### src/hdl/wb2sdrc_settings.svh
/*
 * Sizing for the Wishbone to SDRAM controller request bridge.
 * FIFO depths must be powers of two.
 * Data width must be a whole number of bytes.
 */
`ifndef WB2SDRC_SETTINGS_SVH
`define WB2SDRC_SETTINGS_SVH

// --------------------------------------------------
// bus widths
// --------------------------------------------------
// application word address
`define WB2SDRC_AW 26
// data word, byte lanes = DW / 8
`define WB2SDRC_DW 32

// --------------------------------------------------
// queue depths
// --------------------------------------------------
`define WB2SDRC_CMD_DEPTH 4
`define WB2SDRC_WR_DEPTH 8
`define WB2SDRC_RD_DEPTH 4

`endif

### src/hdl/wb2sdrc_pkg.sv
/*
 * Payload types shared by the bridge and its testbench.
 * Widths follow the macros in the settings header.
 * Byte mask is active low, one bit per byte lane.
 */
`include "wb2sdrc_settings.svh"

package wb2sdrc_pkg;

	// --------------------------------------------------
	// basic words
	// --------------------------------------------------
	// application word address
	typedef logic [`WB2SDRC_AW-1:0] sdr_addr_t;
	// one data word
	typedef logic [`WB2SDRC_DW-1:0] sdr_data_t;
	// 0 = byte lane written
	typedef logic [`WB2SDRC_DW/8-1:0] sdr_mask_t;

	// --------------------------------------------------
	// queue entries
	// --------------------------------------------------
	// command toward the controller
	typedef struct packed {
		logic wr_n;        // 1 = read, 0 = write
		sdr_addr_t addr;
	} sdr_cmd_t;

	// write word with its byte mask
	typedef struct packed {
		sdr_mask_t en_n;
		sdr_data_t data;
	} sdr_wr_t;

endpackage

### src/hdl/sync_fifo.sv
/*
 * Show-ahead synchronous FIFO, head entry visible without a pop.
 * DEPTH must be a power of two.
 * Push while full and pop while empty are ignored.
 * Push and pop may happen in the same cycle.
 */
module sync_fifo #(
	parameter type T = logic [7:0],
	parameter int DEPTH = 4
) (
	input logic sdram_clk,
	input logic wb_clk_i,

	// write side
	input logic push_i,
	input T push_data_i,

	// read side
	input logic pop_i,
	output T pop_data_o,

	// status
	output logic full_o,
	output logic empty_o
);

	// --------------------------------------------------
	// storage and pointers
	// --------------------------------------------------
	// address bits of the buffer
	localparam int AW = $clog2(DEPTH);

	// payload only, no reset needed
	T mem [DEPTH];

	// one extra wrap bit to split full from empty
	logic [AW:0] wr_ptr;
	logic [AW:0] rd_ptr;

	// qualified strobes
	logic do_push;
	logic do_pop;

	// --------------------------------------------------
	// status flags
	// --------------------------------------------------
	// same slot, same lap
	assign empty_o = (wr_ptr == rd_ptr);

	// same slot, writer one lap ahead
	assign full_o = (wr_ptr[AW] != rd_ptr[AW]) &&
		(wr_ptr[AW-1:0] == rd_ptr[AW-1:0]);

	assign do_push = push_i && !full_o;
	assign do_pop = pop_i && !empty_o;

	// --------------------------------------------------
	// write side
	// --------------------------------------------------
	always_ff @(posedge sdram_clk) begin
		if (do_push) begin
			mem[wr_ptr[AW-1:0]] <= push_data_i;
		end
	end

	always_ff @(posedge sdram_clk or posedge wb_clk_i) begin
		if (wb_clk_i) begin
			wr_ptr <= '0;
		end else if (do_push) begin
			wr_ptr <= wr_ptr + 1'b1;
		end
	end

	// --------------------------------------------------
	// read side
	// --------------------------------------------------
	always_ff @(posedge sdram_clk or posedge wb_clk_i) begin
		if (wb_clk_i) begin
			rd_ptr <= '0;
		end else if (do_pop) begin
			rd_ptr <= rd_ptr + 1'b1;
		end
	end

	// head entry shown straight from the buffer
	// only meaningful while not empty
	assign pop_data_o = mem[rd_ptr[AW-1:0]];

endmodule

### src/hdl/wb2sdrc.sv
/*
 * Wishbone to SDRAM controller request bridge.
 * Classic single reads and writes only, no bursts.
 * Controller side assumes single transfers per request.
 * Controller strobes are one-cycle pulses and must not
 * hit an empty or full queue.
 */
`include "wb2sdrc_settings.svh"

module wb2sdrc (
	input logic sdram_clk,
	input logic wb_clk_i,

	// --------------------------------------------------
	// wishbone slave
	// --------------------------------------------------
	input logic wb_cyc_i,
	input logic wb_stb_i,
	input logic wb_we_i,
	input wb2sdrc_pkg::sdr_addr_t wb_addr_i,
	input wb2sdrc_pkg::sdr_data_t wb_dat_i,
	input logic [$bits(wb2sdrc_pkg::sdr_mask_t)-1:0] wb_sel_i,
	output logic wb_ack_o,
	output wb2sdrc_pkg::sdr_data_t wb_dat_o,

	// --------------------------------------------------
	// sdram controller request side
	// --------------------------------------------------
	input logic sdr_req_ack_i,
	input logic sdr_wr_next_i,
	input logic sdr_rd_valid_i,
	input wb2sdrc_pkg::sdr_data_t sdr_rd_data_i,
	output logic sdr_req_o,
	output wb2sdrc_pkg::sdr_cmd_t sdr_cmd_o,
	output wb2sdrc_pkg::sdr_wr_t sdr_wr_o
);

	// command queue
	logic cmd_push;
	wb2sdrc_pkg::sdr_cmd_t cmd_in;
	logic cmd_full;
	logic cmd_empty;

	// write data queue
	logic wrdata_push;
	wb2sdrc_pkg::sdr_wr_t wrdata_in;
	logic wrdata_full;
	logic wrdata_empty;

	// read data queue
	logic rddata_pop;
	logic rddata_full;
	logic rddata_empty;

	// --------------------------------------------------
	// wishbone decode
	// --------------------------------------------------
	wb_req_ctrl u_req_ctrl (
		.sdram_clk      (sdram_clk),
		.wb_clk_i       (wb_clk_i),
		.wb_cyc_i       (wb_cyc_i),
		.wb_stb_i       (wb_stb_i),
		.wb_we_i        (wb_we_i),
		.wb_addr_i      (wb_addr_i),
		.wb_dat_i       (wb_dat_i),
		.wb_sel_i       (wb_sel_i),
		.wb_ack_o       (wb_ack_o),
		.cmd_full_i     (cmd_full),
		.wrdata_full_i  (wrdata_full),
		.rddata_empty_i (rddata_empty),
		.cmd_push_o     (cmd_push),
		.cmd_o          (cmd_in),
		.wrdata_push_o  (wrdata_push),
		.wrdata_o       (wrdata_in),
		.rddata_pop_o   (rddata_pop)
	);

	// --------------------------------------------------
	// command queue, popped by the request ack
	// --------------------------------------------------
	sync_fifo #(
		.T     (wb2sdrc_pkg::sdr_cmd_t),
		.DEPTH (`WB2SDRC_CMD_DEPTH)
	) u_cmdfifo (
		.sdram_clk   (sdram_clk),
		.wb_clk_i    (wb_clk_i),
		.push_i      (cmd_push),
		.push_data_i (cmd_in),
		.pop_i       (sdr_req_ack_i),
		.pop_data_o  (sdr_cmd_o),
		.full_o      (cmd_full),
		.empty_o     (cmd_empty)
	);

	// request held high until the head is acked
	assign sdr_req_o = !cmd_empty;

	// --------------------------------------------------
	// write data queue, popped by wr_next
	// --------------------------------------------------
	sync_fifo #(
		.T     (wb2sdrc_pkg::sdr_wr_t),
		.DEPTH (`WB2SDRC_WR_DEPTH)
	) u_wrdatafifo (
		.sdram_clk   (sdram_clk),
		.wb_clk_i    (wb_clk_i),
		.push_i      (wrdata_push),
		.push_data_i (wrdata_in),
		.pop_i       (sdr_wr_next_i),
		.pop_data_o  (sdr_wr_o),
		.full_o      (wrdata_full),
		.empty_o     (wrdata_empty)
	);

	// --------------------------------------------------
	// read data queue, filled by rd_valid
	// --------------------------------------------------
	sync_fifo #(
		.T     (wb2sdrc_pkg::sdr_data_t),
		.DEPTH (`WB2SDRC_RD_DEPTH)
	) u_rddatafifo (
		.sdram_clk   (sdram_clk),
		.wb_clk_i    (wb_clk_i),
		.push_i      (sdr_rd_valid_i),
		.push_data_i (sdr_rd_data_i),
		.pop_i       (rddata_pop),
		.pop_data_o  (wb_dat_o),
		.full_o      (rddata_full),
		.empty_o     (rddata_empty)
	);

endmodule

### src/hdl/wb_req_ctrl.sv
/*
 * Turns classic single Wishbone cycles into queue strobes.
 * Writes are acked at once when both write queues have room.
 * Reads are acked when returned data sits in the read queue.
 * Only one read may be outstanding at a time.
 */
module wb_req_ctrl (
	input logic sdram_clk,
	input logic wb_clk_i,

	// wishbone slave side
	input logic wb_cyc_i,
	input logic wb_stb_i,
	input logic wb_we_i,
	input wb2sdrc_pkg::sdr_addr_t wb_addr_i,
	input wb2sdrc_pkg::sdr_data_t wb_dat_i,
	input wb2sdrc_pkg::sdr_mask_t wb_sel_i,
	output logic wb_ack_o,

	// queue status
	input logic cmd_full_i,
	input logic wrdata_full_i,
	input logic rddata_empty_i,

	// queue strobes and entries
	output logic cmd_push_o,
	output wb2sdrc_pkg::sdr_cmd_t cmd_o,
	output logic wrdata_push_o,
	output wb2sdrc_pkg::sdr_wr_t wrdata_o,
	output logic rddata_pop_o
);

	// --------------------------------------------------
	// cycle decode
	// --------------------------------------------------
	logic wr_req;
	logic rd_req;
	logic wr_ack;
	logic rd_ack;
	logic rd_cmd_push;

	// read command already queued, waiting for data
	logic pending_read;

	assign wr_req = wb_cyc_i && wb_stb_i && wb_we_i;
	assign rd_req = wb_cyc_i && wb_stb_i && !wb_we_i;

	// write goes through only if command and data both fit
	assign wr_ack = wr_req && !cmd_full_i && !wrdata_full_i;

	// read ends when its word has come back
	assign rd_ack = rd_req && !rddata_empty_i;

	assign wb_ack_o = wr_ack || rd_ack;

	// --------------------------------------------------
	// queue strobes
	// --------------------------------------------------
	// held read request queues its command only once
	assign rd_cmd_push = rd_req && !cmd_full_i && !pending_read;

	assign cmd_push_o = wr_ack || rd_cmd_push;
	assign wrdata_push_o = wr_ack;
	assign rddata_pop_o = rd_ack;

	// set on the command push, cleared by the read ack
	always_ff @(posedge sdram_clk or posedge wb_clk_i) begin
		if (wb_clk_i) begin
			pending_read <= 1'b0;
		end else if (rd_cmd_push) begin
			pending_read <= 1'b1;
		end else if (rd_ack) begin
			pending_read <= 1'b0;
		end
	end

	// --------------------------------------------------
	// queue entries
	// --------------------------------------------------
	assign cmd_o.wr_n = !wb_we_i;
	assign cmd_o.addr = wb_addr_i;

	// wishbone select is active high, controller mask active low
	assign wrdata_o.en_n = ~wb_sel_i;
	assign wrdata_o.data = wb_dat_i;

endmodule

### config.mk
export PLATFORM = sky130hd
export DESIGN_NAME = wb2sdrc
export DESIGN_NICKNAME = d
export VERILOG_FILES = /design/src/hdl/wb2sdrc_pkg.sv /design/src/hdl/sync_fifo.sv /design/src/hdl/wb2sdrc.sv /design/src/hdl/wb_req_ctrl.sv
export VERILOG_INCLUDE_DIRS = /design/src /design/src/hdl
export SDC_FILE = /design/constraint.sdc
export NUM_CORES = 1
export LEC_CHECK = 0
export BUFFER_PORTS_ARGS = -buffer_cell sky130_fd_sc_hd__buf_2
export CAP_MARGIN = 20
export CORE_AREA = 2 2 230 232
export CTS_BUF_LIST = sky130_fd_sc_hd__clkbuf_16
export CTS_CLUSTER_DIAMETER = 50
export CTS_CLUSTER_SIZE = 24
export DETAILED_ROUTE_END_ITERATION = 10
export DIE_AREA = 0 0 232 234
export HOLD_SLACK_MARGIN = 0.12
export SLEW_MARGIN = 25
export SYNTH_ARGS = -nofsm -noshare
export SYNTH_HDL_FRONTEND = slang
export SYNTH_SLANG_ARGS = --single-unit
### constraint.sdc
create_clock -name sdram_clk -period 15.9 [get_ports sdram_clk]
set_clock_uncertainty 0.2 [all_clocks]
set_input_delay 0 -clock sdram_clk [delete_from_list [all_inputs] [get_ports sdram_clk]]
set_output_delay 0 -clock sdram_clk [all_outputs]
set_load 0.05 [all_outputs]
; ---- Yosys cells after proc, flatten, opt, wreduce, memory -nomap -nowiden
; Memory sizes are Yosys's and may differ from the RTL's.
; Cells that the tools add are included.
[classes]
n_reduce_logical = 28
add_sub_neg = 6
n_eq_ne = 9
muxes = 8
bitwise = 1
[op_table]
columns = op, count
row1 = $logic_and 1x1->1, 17
row2 = $add 3x1->3 const B, 4
row3 = $eq 3x3->1, 3
row4 = $add 4x1->4 const B, 2
row5 = $logic_not 1->1, 8
row6 = $mux 1, 8
row7 = $eq 2x2->1, 2
row8 = $eq 4x4->1, 1
row9 = $not 4->4, 1
row10 = $ne 1x1->1, 3
row11 = $logic_or 1x1->1, 2
row12 = $reduce_bool 2->1, 1
[word_totals]
regBits = 21
mem_count = 3
mem_bits_rw = 524
elab_cells = 62
[mem_list]
columns = memory, words, width, rd, rd_clocked_by_memory_dff, wr, line
row1 = u_wrdatafifo.mem, 8, 36, 1, 0, 1, sync_fifo.sv:34  ; T mem [DEPTH];
row2 = u_rddatafifo.mem, 4, 32, 1, 0, 1, sync_fifo.sv:34
row3 = u_cmdfifo.mem, 4, 27, 1, 0, 1, sync_fifo.sv:34

; ---- Longest topological paths before layout
; Gate-level depths: netlist of run 1.
[logic_depth]
word_depth = 9
ltp_mapped = 6
mapped_depth_nobuf = 4

; ---- By module
; A second synthesis of run 1 with hierarchy kept.
[hier_totals]
hier_cells = 961
area_unflattened_um2 = 21588.2
[by_module_without_submodules]
columns = mod, area_per_inst_um2, cells_per_inst, seq_area_each_um2, instances
row1 = sync_fifo (u_wrdatafifo), 11468.5, 476, 8848.5, 1
row2 = sync_fifo (u_rddatafifo), 5139.9, 217, 3993.8, 1
row3 = sync_fifo (u_cmdfifo), 4416.7, 191, 3393.3, 1
row4 = wb_req_ctrl, 559.3, 76, 25.0, 1
row5 = wb2sdrc, 3.8, 1, 0.0, 1

; ---- Worst setup path before layout of run 1
; Ideal clock, no wire load.
[synth_path]
path_type = reg-to-reg
from = register u_wrdatafifo.wr_ptr[0]
to = memory u_wrdatafifo.mem[0][0] in the netlist's numbering, enable pin
stages_incl_launch_ff = 7
arrival_time_ps = 4800
setup_time_ps = 520
period_less_slack_ps = 5520
t_required_ps = 15180
setup_slack_ps = 10380
cell_sequence = dfrtp_1 > buf_4 > xor2_2 > nor4_4 > or3_1 > buf_4 > nor4_1
[synth_via]
elab_chain_len = 7
[synth_lines]
columns = item, line
row1 = "start, declared", sync_fifo.sv:37  ; logic [AW:0] wr_ptr;
row2 = "start signal, assigned", sync_fifo.sv:70  ; wr_ptr <= wr_ptr + 1'b1;
row3 = $eq 3x3->1, sync_fifo.sv:52  ; (wr_ptr[AW-1:0] == rd_ptr[AW-1:0]);
row4 = $logic_and 1x1->1, sync_fifo.sv:51  ; assign full_o = (wr_ptr[AW] != rd_ptr[AW]) &&
row5 = $logic_not 1->1, "sync_fifo.sv:54, wb_req_ctrl.sv:49"
row6 = $logic_and 1x1->1, wb_req_ctrl.sv:49  ; assign wr_ack = wr_req && !cmd_full_i && !wrdata_full_i;
row7 = $logic_and 1x1->1, sync_fifo.sv:54  ; assign do_push = push_i && !full_o;
row8 = $mux 1, sync_fifo.sv:61  ; if (do_push) begin
row9 = $mux 1 (implied by the code), sync_fifo.sv:62  ; mem[wr_ptr[AW-1:0]] <= push_data_i;
row10 = "end, declared", sync_fifo.sv:34
; Parallel ways exist; a longest one is shown, timed or not.

==> results.toml, run 1 <==
[logic_synthesis]
ys_seq_area_share_pct = 79.0
synth_area_leader_cell = "edfxtp_1"
ys.flop_type = "edfxtp_1"
synth_area_mm2 = 0.0206
synth.top_cell.area_share_pct = 76.4
synth_edf_count = 524
synthSimpleGateAreaFrac_pct = 0.984
ys_ff_latch = 545
synth_cells = 850
synth_fa_ha_area_share_pct = 0.729
synth_nets = 964
synth_common_cells = "edfxtp_1, mux4_2, mux2_2, dfrtp_1"
synth_compound_area_share_pct = 0.419
ys_types = 34
synth_xor_area_share_pct = 1.21
synth-async-reset-ratio_pct = 3.85
synth.avg_cell_area_um2 = 24.2
synth.most_common_cell = "edfxtp_1"
synth.area.top_cells = "edfxtp_1, mux4_2, dfrtp_1, mux2_2, ha_1"
ys.warnings.count = 0
synth_top_family_by_area = "multiplexers"
synth.area.mux_share_pct = 16.6

[drt]
dr_total_vias = 9764
post_drt_wl_per_cell_um = 20.0
via_per_inst = 4.88
ant_nets = 0
drt_wl_total_um = 40100
drc = 0
drt_iter0_markers = 623
firstDrtPassIters = 5

[floorplanning]
die_w_um = 232
core_mm2 = 0.0520
start_util_pct = 39.6
io_pins = 199
die_h_um = 234
dieArea_mm2 = 0.0543
num_rows = 84

[clocking]
ctsHoldBuffers = 197
cts-root-buf = "clkbuf_16"
cts_buffer_depth = 3
post-cts-setup-buffers = 0
cts_resized = 0
cts_tree = "built"
h-tree-depth = 2
cts_sinks = 545
numCtsBuffers = 45
clkLatencyLatePin_ns = 0.58
clkTransAtPathRegs_ns = 0.08

[critical_path]
reg2reg_from = "u_wrdatafifo.rd_ptr[0]"
startpoint_type = "register"
end_kind = "primary output"
crit_path_max_fanout = 39
r2r_slack_ns = 12.63
crit_required_ns = 15.70
critical_path_class = "reg -> out"
rr_endpoint = "u_wrdatafifo.mem[4][16]"
rr_worst_depth = 5
critPathArrivalTime_ns = 3.48

[cells_and_area]
insertedDiodeCount = 0
area_growth_pct = 26.8
drive_above_1_share_pct = 37.2
final_nets = 1390
n_fill_cell = 4140

[sta]
max_freq_ghz = 0.272
hold_viol = 0
fin_tns_setup_ns = 0
slew_headroom_pct = 43.4
tightest_slew_ns = 0.849
finalMaxSlewViolations = 0
rsz0062_at_grt = "no"
finalCritPeriodShare_pct = 23.1
setup_viol = 0
min_period_ns = 3.68

[run]
maxCapViolations = 0

[grt]
overflow = 0
grt_pass1_vias = 10300
grt_pass1_wl_um = 61100
met3_usage_pct = 2.77
grtUsageMet2_pct = 25.3
grt-busiest-layer = "met2"
antenna_found_initial = 0
grt_util_met1_pct = 19.9
grt_max_degree = 76
grt_usage_pct = 14.9

[placement]
dp_hpwl_um = 22900
place.gp.congestion = 0.715
port_buffers = 198

[pwr]
swShare_pct = 37.7
p_per_area_mw_per_mm2 = 183
pwr-share-seq_pct = 39.4
internal_power_mw = 2.98
p_leak_nw = 8.85
pwr-share-clk_pct = 24.8
p_sw_mw = 1.80
peakVddDrop_uv = 118
p_comb_share_pct = 35.8
power_mw = 4.79

[worst_hold_path]
min_from = "wb_sel_i[1]"
hold_depth = 3
hp-class = "in -> reg"
min_delay_worst_endpoint = "u_wrdatafifo.mem[6][33]"

[run_status]
run_status = "completed"
[metrics by stage]
step	cells	utilization, %	hold slack, ns	instance area (µm²)	setup slack, ns
after floorplan	850	-	-0.223	20600	10.38
after global placement	1720	43.3	0.0122	22500	12.31
after detailed placement	1720	43.3	0.0182	22500	12.29
after CTS	2001	50.2	0.139	26100	12.08
after global routing	2001	50.2	0.168	26100	11.91
final	2001	50.2	0.180	26100	12.22
[layout make-up]
| class | instances | area, µm² | share of cell area (%) |
|---|---|---|---|
| multi-input combinational | 251 | 4170 | 15.9 |
| tap | 688 | 861 | 3.30 |
| inverter | 16 | 60.1 | 0.230 |
| clock buffer | 47 | 1180 | 4.50 |
| timing repair buffer | 417 | 3130 | 12.0 |
| sequential | 545 | 16300 | 62.3 |
| clock inverter | 37 | 453 | 1.73 |
[routing by layer]
metal  up-vias  part of all wire (%)
li1       4424                     -
met1      5111                    43
met2       176                    51
met3        53                   4.1
met5         -                     0
met4         0                   1.9
[placed cells by master (no fill, tap or decap), types with 2 or more instances in the layout]
cell type      Yosys  routed
inv_8              0       4
or3_1              2       2
buf_4              3      21
dfrtp_4            0       4
nor4_2             1       6
xor2_1             9       9
nor4_4             1       2
inv_12             0       5
bufinv_16          0       3
buf_2             16     198
inv_6              0       6
dlygate4sd3_1      0     197
xor2_2             3       3
ha_1              12      12
nand2b_1           2       2
mux2_1             4       4
edfxtp_1         524     524
mux4_2           131     131
nor2_1             2       2
nand3_1            2       2
mux2_2            37      37
and2_1             7       7
clkinv_8           0       6
clkinv_4           0       7
clkinv_2           0       2
clkbuf_16          0      47
dfrtp_1           21      16
nand2_1            7       7
xnor2_1           14      14
inv_1             16      19
[power by group through the flow]
stage / logic, mW / clock network (mW) / registers (mW)
detailed placement: 1.71 / 0 / 1.92
global route: 1.82 / 1.27 / 1.91
CTS: 1.75 / 1.22 / 1.89
finish: 1.71 / 1.19 / 1.88
global placement: 1.71 / 0 / 1.91
floorplan: 1.40 / 0 / 1.82
[registers in the layout (all words and copies together) (netlist names)]
name	flops
u_rddatafifo.rd_ptr	3
u_rddatafifo.mem	128
u_wrdatafifo.mem	288
u_wrdatafifo.rd_ptr	4
u_req_ctrl.pending_read	1
u_cmdfifo.wr_ptr	3
u_rddatafifo.wr_ptr	3
u_cmdfifo.mem	108
u_wrdatafifo.wr_ptr	4
u_cmdfifo.rd_ptr	3
[cell families (layout without fill, tap and decap cells)]
group                      Yosys count  in the layout
AOI/OAI and AO/OA                    8              8
buffers and inverters               54            517
xor gates and xnor gates            26             26
adders and majority gates           12             12
DFF                                545            545
muxes                              172            172
and+or+nand+nor                     33             33
[worst max-delay path, cell delays in order (launching register included)]
cell and delay, ns:
dfrtp_4 0.92, buf_4 0.73, mux4_2 0.63, mux2_2 0.30, buf_2 0.22
[worst max-delay path by stage]
stage	start	endpoint	slack [ns]
after floorplan	u_wrdatafifo.wr_ptr[0]	u_wrdatafifo.mem[0][0]	10.38
after global placement	u_cmdfifo.rd_ptr[0]	u_wrdatafifo.mem[4][23]	12.31
after detailed placement	u_cmdfifo.rd_ptr[0]	u_wrdatafifo.mem[4][22]	12.29
after CTS	u_wrdatafifo.rd_ptr[0]	sdr_wr_o[5]	12.08
after global routing	u_wrdatafifo.rd_ptr[0]	sdr_wr_o[5]	11.91
final	u_wrdatafifo.rd_ptr[0]	sdr_wr_o[5]	12.22
Power figures use the tool's default switching activity.
==> inputs of run 2 (changes only) <==
==> constraint.sdc (replaced) <==
create_clock -name sdram_clk -period 3.5 [get_ports sdram_clk]
set_clock_uncertainty 0.2 [all_clocks]
set_input_delay 0 -clock sdram_clk [delete_from_list [all_inputs] [get_ports sdram_clk]]
set_output_delay 0 -clock sdram_clk [all_outputs]
set_load 0.05 [all_outputs]
==> run 2 against run 1 <==
First-iteration DRC count is 2.6% lower. Final cell count is 0.20% higher. Critical path depth is 1 higher. Sequential power grew to 4.4 times the previous value. Largest cell class unchanged. Largest power group is now combinational logic.
==> results.toml, run 2 (synthesis gave the netlist of run 1 again) <==
[sta]
min_period_ns = 3.24
hold_viol = 0
finalCritPeriodShare_pct = 92.5
setup_viol = 0
tightest_slew_ns = 0.817
hold_ws_ns = 0.148
max_freq_ghz = 0.309
finalMaxSlewViolations = 0
rsz0062_at_grt = "no"
slew_headroom_pct = 45.6

[clocking]
cts_sinks = 545
ctsHoldBuffers = 195
clkLatencyLatePin_ns = 0.57
post-cts-setup-buffers = 0
numCtsBuffers = 45
cts_tree = "built"
cts_buffer_depth = 3
cts_resized = 0
clkTransAtPathRegs_ns = 0.07
cts-root-buf = "clkbuf_16"
h-tree-depth = 2

[floorplanning]
io_pins = 199
start_util_pct = 39.6
die_h_um = 234
die_w_um = 232
num_rows = 84
core_mm2 = 0.0520
dieArea_mm2 = 0.0543

[grt]
grt_pass1_vias = 10500
grt_max_degree = 76
grt_pass1_wl_um = 62500
antenna_found_initial = 1
grt_usage_pct = 15.3
overflow = 0

[critical_path]
critical_path_class = "reg -> out"
crit_required_ns = 3.30
crit_path_max_fanout = 38
reg2reg_from = "u_cmdfifo.wr_ptr[0]"
end_kind = "primary output"
startpoint_type = "register"
rr_worst_depth = 6
rr_endpoint = "u_cmdfifo.mem[2][26]"
r2r_slack_ns = 0.44
critPathArrivalTime_ns = 3.04

[cells_and_area]
n_fill_cell = 4203
area_growth_pct = 27.4
layout_common_cells = "edfxtp_1, buf_2, dlygate4sd3_1"
final_common_cell = "edfxtp_1"
drive_above_1_share_pct = 37.6
final_nets = 1395
largest_register_ffs = 288
insertedDiodeCount = 0
final_area_mm2 = 0.0262

[pwr]
p_leak_nw = 8.87
peakVddDrop_uv = 539
p_per_area_mw_per_mm2 = 832

[placement]
placed_cell_area_mm2 = 0.0227
place.gp.congestion = 0.705
dp_hpwl_um = 23200
port_buffers = 198

[worst_hold_path]
min_from = "sdr_req_ack_i"
hold_depth = 4
min_delay_worst_endpoint = "u_cmdfifo.rd_ptr[2]"
hp-class = "in -> reg"

[drt]
ant_nets = 0
firstDrtPassIters = 4
drc = 0
post_drt_wl_per_cell_um = 20.5
drt_wl_total_um = 41000
via_per_inst = 4.92
drt_iter0_markers = 607
dr_total_vias = 9869

[run_status]
run_status = "completed"

[run]
maxCapViolations = 0
-- run 2: how the worst max path moves through the flow --
| stage | startpoint | to | slack, ns | cells past startpoint |
|---|---|---|---|---|
| floorplan | u_wrdatafifo.wr_ptr[0] | u_wrdatafifo.mem[1][0] | -0.52 | 6 |
| global placement | u_wrdatafifo.wr_ptr[2] | u_wrdatafifo.mem[0][20] | 0.53 | 5 |
| detailed placement | u_wrdatafifo.wr_ptr[2] | u_wrdatafifo.mem[0][20] | 0.47 | 5 |
| CTS | u_wrdatafifo.rd_ptr[1] | sdr_wr_o[7] | 0.16 | 5 |
| global route | u_wrdatafifo.wr_ptr[2] | wb_ack_o | 0.12 | 5 |
| finish | u_wrdatafifo.rd_ptr[1] | sdr_wr_o[4] | 0.26 | 5 |
-- run 2: layer usage --
| layer | vias up | global-route usage (%) | routed length [µm] |
|---|---|---|---|
| li1 | 4443 | - | - |
| met1 | 5178 | 20.2 | 17400 |
| met2 | 193 | 26.3 | 21100 |
| met3 | 55 | 2.75 | 1780 |
| met4 | 0 | 3.93 | 766 |
| met5 | - | 0 | 0 |
-- run 2: layout make-up --
type / count / area, µm² / area share [%]
clock inverters: 38 / 458 / 1.75
flip-flops and latches: 545 / 16300 / 62.0
well taps: 688 / 861 / 3.28
clock buffers: 45 / 1130 / 4.29
multi-input cells: 251 / 4220 / 16.1
repair buffers: 422 / 3240 / 12.3
inverters: 16 / 60.1 / 0.229
-- run 2: power breakdown --
part / internal, mW / switching [mW] / total (mW)
combinational: 2.83 / 5.46 / 8.29
sequential: 7.95 / 0.259 / 8.21
clock: 2.75 / 2.58 / 5.33
total: 13.5 / 8.30 / 21.8
-- run 2: per-stage QoR --
stage / utilization (%) / total power [mW] / setup slack [ns] / std cells / setup TNS, ns
after floorplan: - / 14.7 / -0.516 / 850 / -118.48
after CTS: 50.4 / 22.2 / 0.160 / 2005 / 0
final: 50.4 / 21.8 / 0.262 / 2005 / 0
after detailed placement: 43.6 / 16.6 / 0.470 / 1727 / 0
after global placement: 43.6 / 16.6 / 0.526 / 1727 / 0
after global routing: 50.4 / 22.8 / 0.117 / 2005 / 0
-- run 2: critical path, cell delays in order (launching register included) --
cell     delay, ns
dfrtp_4       0.42
buf_4         0.48
buf_4         0.58
mux4_2        0.42
mux2_2        0.28
buf_2         0.22
==> inputs of run 3 (changes only) <==
--- a/config.mk
+++ b/config.mk
@@ -8,13 +8,14 @@
 export LEC_CHECK = 0
 export BUFFER_PORTS_ARGS = -buffer_cell sky130_fd_sc_hd__buf_2
 export CAP_MARGIN = 20
-export CORE_AREA = 2 2 230 232
+export CORE_AREA = 2 2 206 208
 export CTS_BUF_LIST = sky130_fd_sc_hd__clkbuf_16
 export CTS_CLUSTER_DIAMETER = 50
 export CTS_CLUSTER_SIZE = 24
 export DETAILED_ROUTE_END_ITERATION = 10
-export DIE_AREA = 0 0 232 234
+export DIE_AREA = 0 0 208 210
 export HOLD_SLACK_MARGIN = 0.12
+export PLACE_DENSITY = 0.69
 export SLEW_MARGIN = 25
 export SYNTH_ARGS = -nofsm -noshare
 export SYNTH_HDL_FRONTEND = slang
==> run 3 against run 2 <==
Via count is essentially flat. Core utilization increased by 12 points. Register-to-register slack improved by 0.14 ns. First-iteration DRC count up 2.3%. Critical path type unchanged. Highest routed layer unchanged.
==> results.toml, run 3 (synthesis gave the netlist of run 1 again) <==
[run_status]
run_status = "completed"

[clocking]
cts_buffer_depth = 3
cts-root-buf = "clkbuf_16"
numCtsBuffers = 46
cts_resized = 0
cts_sinks = 545
cts_tree = "built"
clkTransAtPathRegs_ns = 0.08
h-tree-depth = 2
post-cts-setup-buffers = 0
clkLatencyLatePin_ns = 0.58
ctsHoldBuffers = 197

[grt]
antenna_found_initial = 0
grt_pass1_wl_um = 60800
grt_max_degree = 76
grt_pass1_vias = 10700
overflow = 0
grt_usage_pct = 18.2

[placement]
pre_cts_slack_ns = 0.554
port_buffers = 198
place.gp.congestion = 0.692
dp_hpwl_um = 21400

[cells_and_area]
largest_register_ffs = 288
n_fill_cell = 2844
seqCellArea_mm2 = 0.0163
layout_common_cells = "edfxtp_1, buf_2, dlygate4sd3_1"
insertedDiodeCount = 0
drive_above_1_share_pct = 37.4
multi_input_area_mm2 = 0.00422
final_core_util_pct = 62.9
final_nets = 1395
final_common_cell = "edfxtp_1"
area_growth_pct = 26.7

[worst_hold_path]
hp-class = "in -> reg"
min_from = "wb_sel_i[3]"
hold_depth = 3
min_delay_worst_endpoint = "u_wrdatafifo.mem[1][35]"

[floorplanning]
io_pins = 199
dieArea_mm2 = 0.0437
num_rows = 75
start_util_pct = 49.7
die_w_um = 208
core_mm2 = 0.0415
die_h_um = 210

[drt]
via_per_inst = 5.32
post_drt_wl_per_cell_um = 21.1
drt_wl_total_um = 39200
ant_nets = 0
drt_iter0_markers = 621
drc = 0
dr_total_vias = 9868
firstDrtPassIters = 4

[run]
maxCapViolations = 0

[sta]
min_period_ns = 2.95
rsz0062_at_grt = "no"
hold_viol = 0
timing.final.ws_setup_ns = 0.546
max_freq_ghz = 0.339
finalCritPeriodShare_pct = 84.4
finalMaxSlewViolations = 0
fin_tns_setup_ns = 0
setup_viol = 0
slew_headroom_pct = 45.4
tightest_slew_ns = 0.819

[pwr]
p_per_area_mw_per_mm2 = 836
peakVddDrop_uv = 607
p_leak_nw = 8.90

[critical_path]
end_kind = "primary output"
critPathArrivalTime_ns = 2.75
rr_endpoint = "u_wrdatafifo.mem[1][29]"
path_delay_family = "simple AND/OR/NAND/NOR gates"
crit_path_max_fanout = 9
rr_worst_depth = 6
slowest_stage = "dfrtp_1"
worstPathCellList = "xor2_2 > nor4_4 > or3_1 > nand2b_1 > buf_2"
reg2reg_from = "u_wrdatafifo.wr_ptr[0]"
crit_required_ns = 3.30
cp_slowest_stage_delay_ns = 0.70
critical_path_class = "reg -> out"
path_buf_inv = 1
startpoint_type = "register"
r2r_slack_ns = 0.58
[run 3: tightest hold or removal path, stage by stage]
cell           delay, ns
dlygate4sd3_1       0.51
buf_2               0.12
inv_1               0.11
[run 3: per-layer routing]
layer	share of wire [%]	track usage [%]
met4	2.4	6.29
met3	4.1	2.71
met1	42	24.1
met5	0	0
met2	52	31.4
[run 3: per-stage QoR]
stage | total power [mW] | cell area (µm²) | hold slack [ns] | cells
2_1_floorplan | 14.7 | 20600 | -0.223 | 850
3_3_place_gp | 16.5 | 22500 | 0.00262 | 1575
3_5_place_dp | 16.5 | 22500 | -0.00904 | 1575
4_1_cts | 22.1 | 26100 | 0.127 | 1856
5_1_grt | 22.7 | 26100 | 0.168 | 1856
6_report | 21.8 | 26100 | 0.156 | 1856
[run 3: area by class of cell]
type	instances	share of cell area [%]
sequential	545	62.4
multi-input combinational	251	16.2
timing repair buffer	421	12.5
clock buffer	47	4.51
tap	539	2.58
clock inverter	37	1.67
inverter	16	0.230
[run 3: power breakdown]
group | switching [mW] | internal [mW]
clock | 2.48 | 2.88
sequential | 0.314 | 7.95
combinational | 5.37 | 2.81
total | 8.16 | 13.6
[run 3: worst max-delay path by stage]
stage	start	to	slack (ns)	depth (start not counted)
2_1_floorplan	u_wrdatafifo.wr_ptr[0]	u_wrdatafifo.mem[1][0]	-0.52	6
3_3_place_gp	u_wrdatafifo.wr_ptr[0]	u_wrdatafifo.mem[4][22]	0.61	6
3_5_place_dp	u_wrdatafifo.wr_ptr[0]	u_wrdatafifo.mem[0][22]	0.55	6
4_1_cts	u_wrdatafifo.wr_ptr[1]	wb_ack_o	0.46	5
5_1_grt	u_wrdatafifo.wr_ptr[1]	wb_ack_o	0.35	5
6_report	u_wrdatafifo.wr_ptr[1]	wb_ack_o	0.55	5
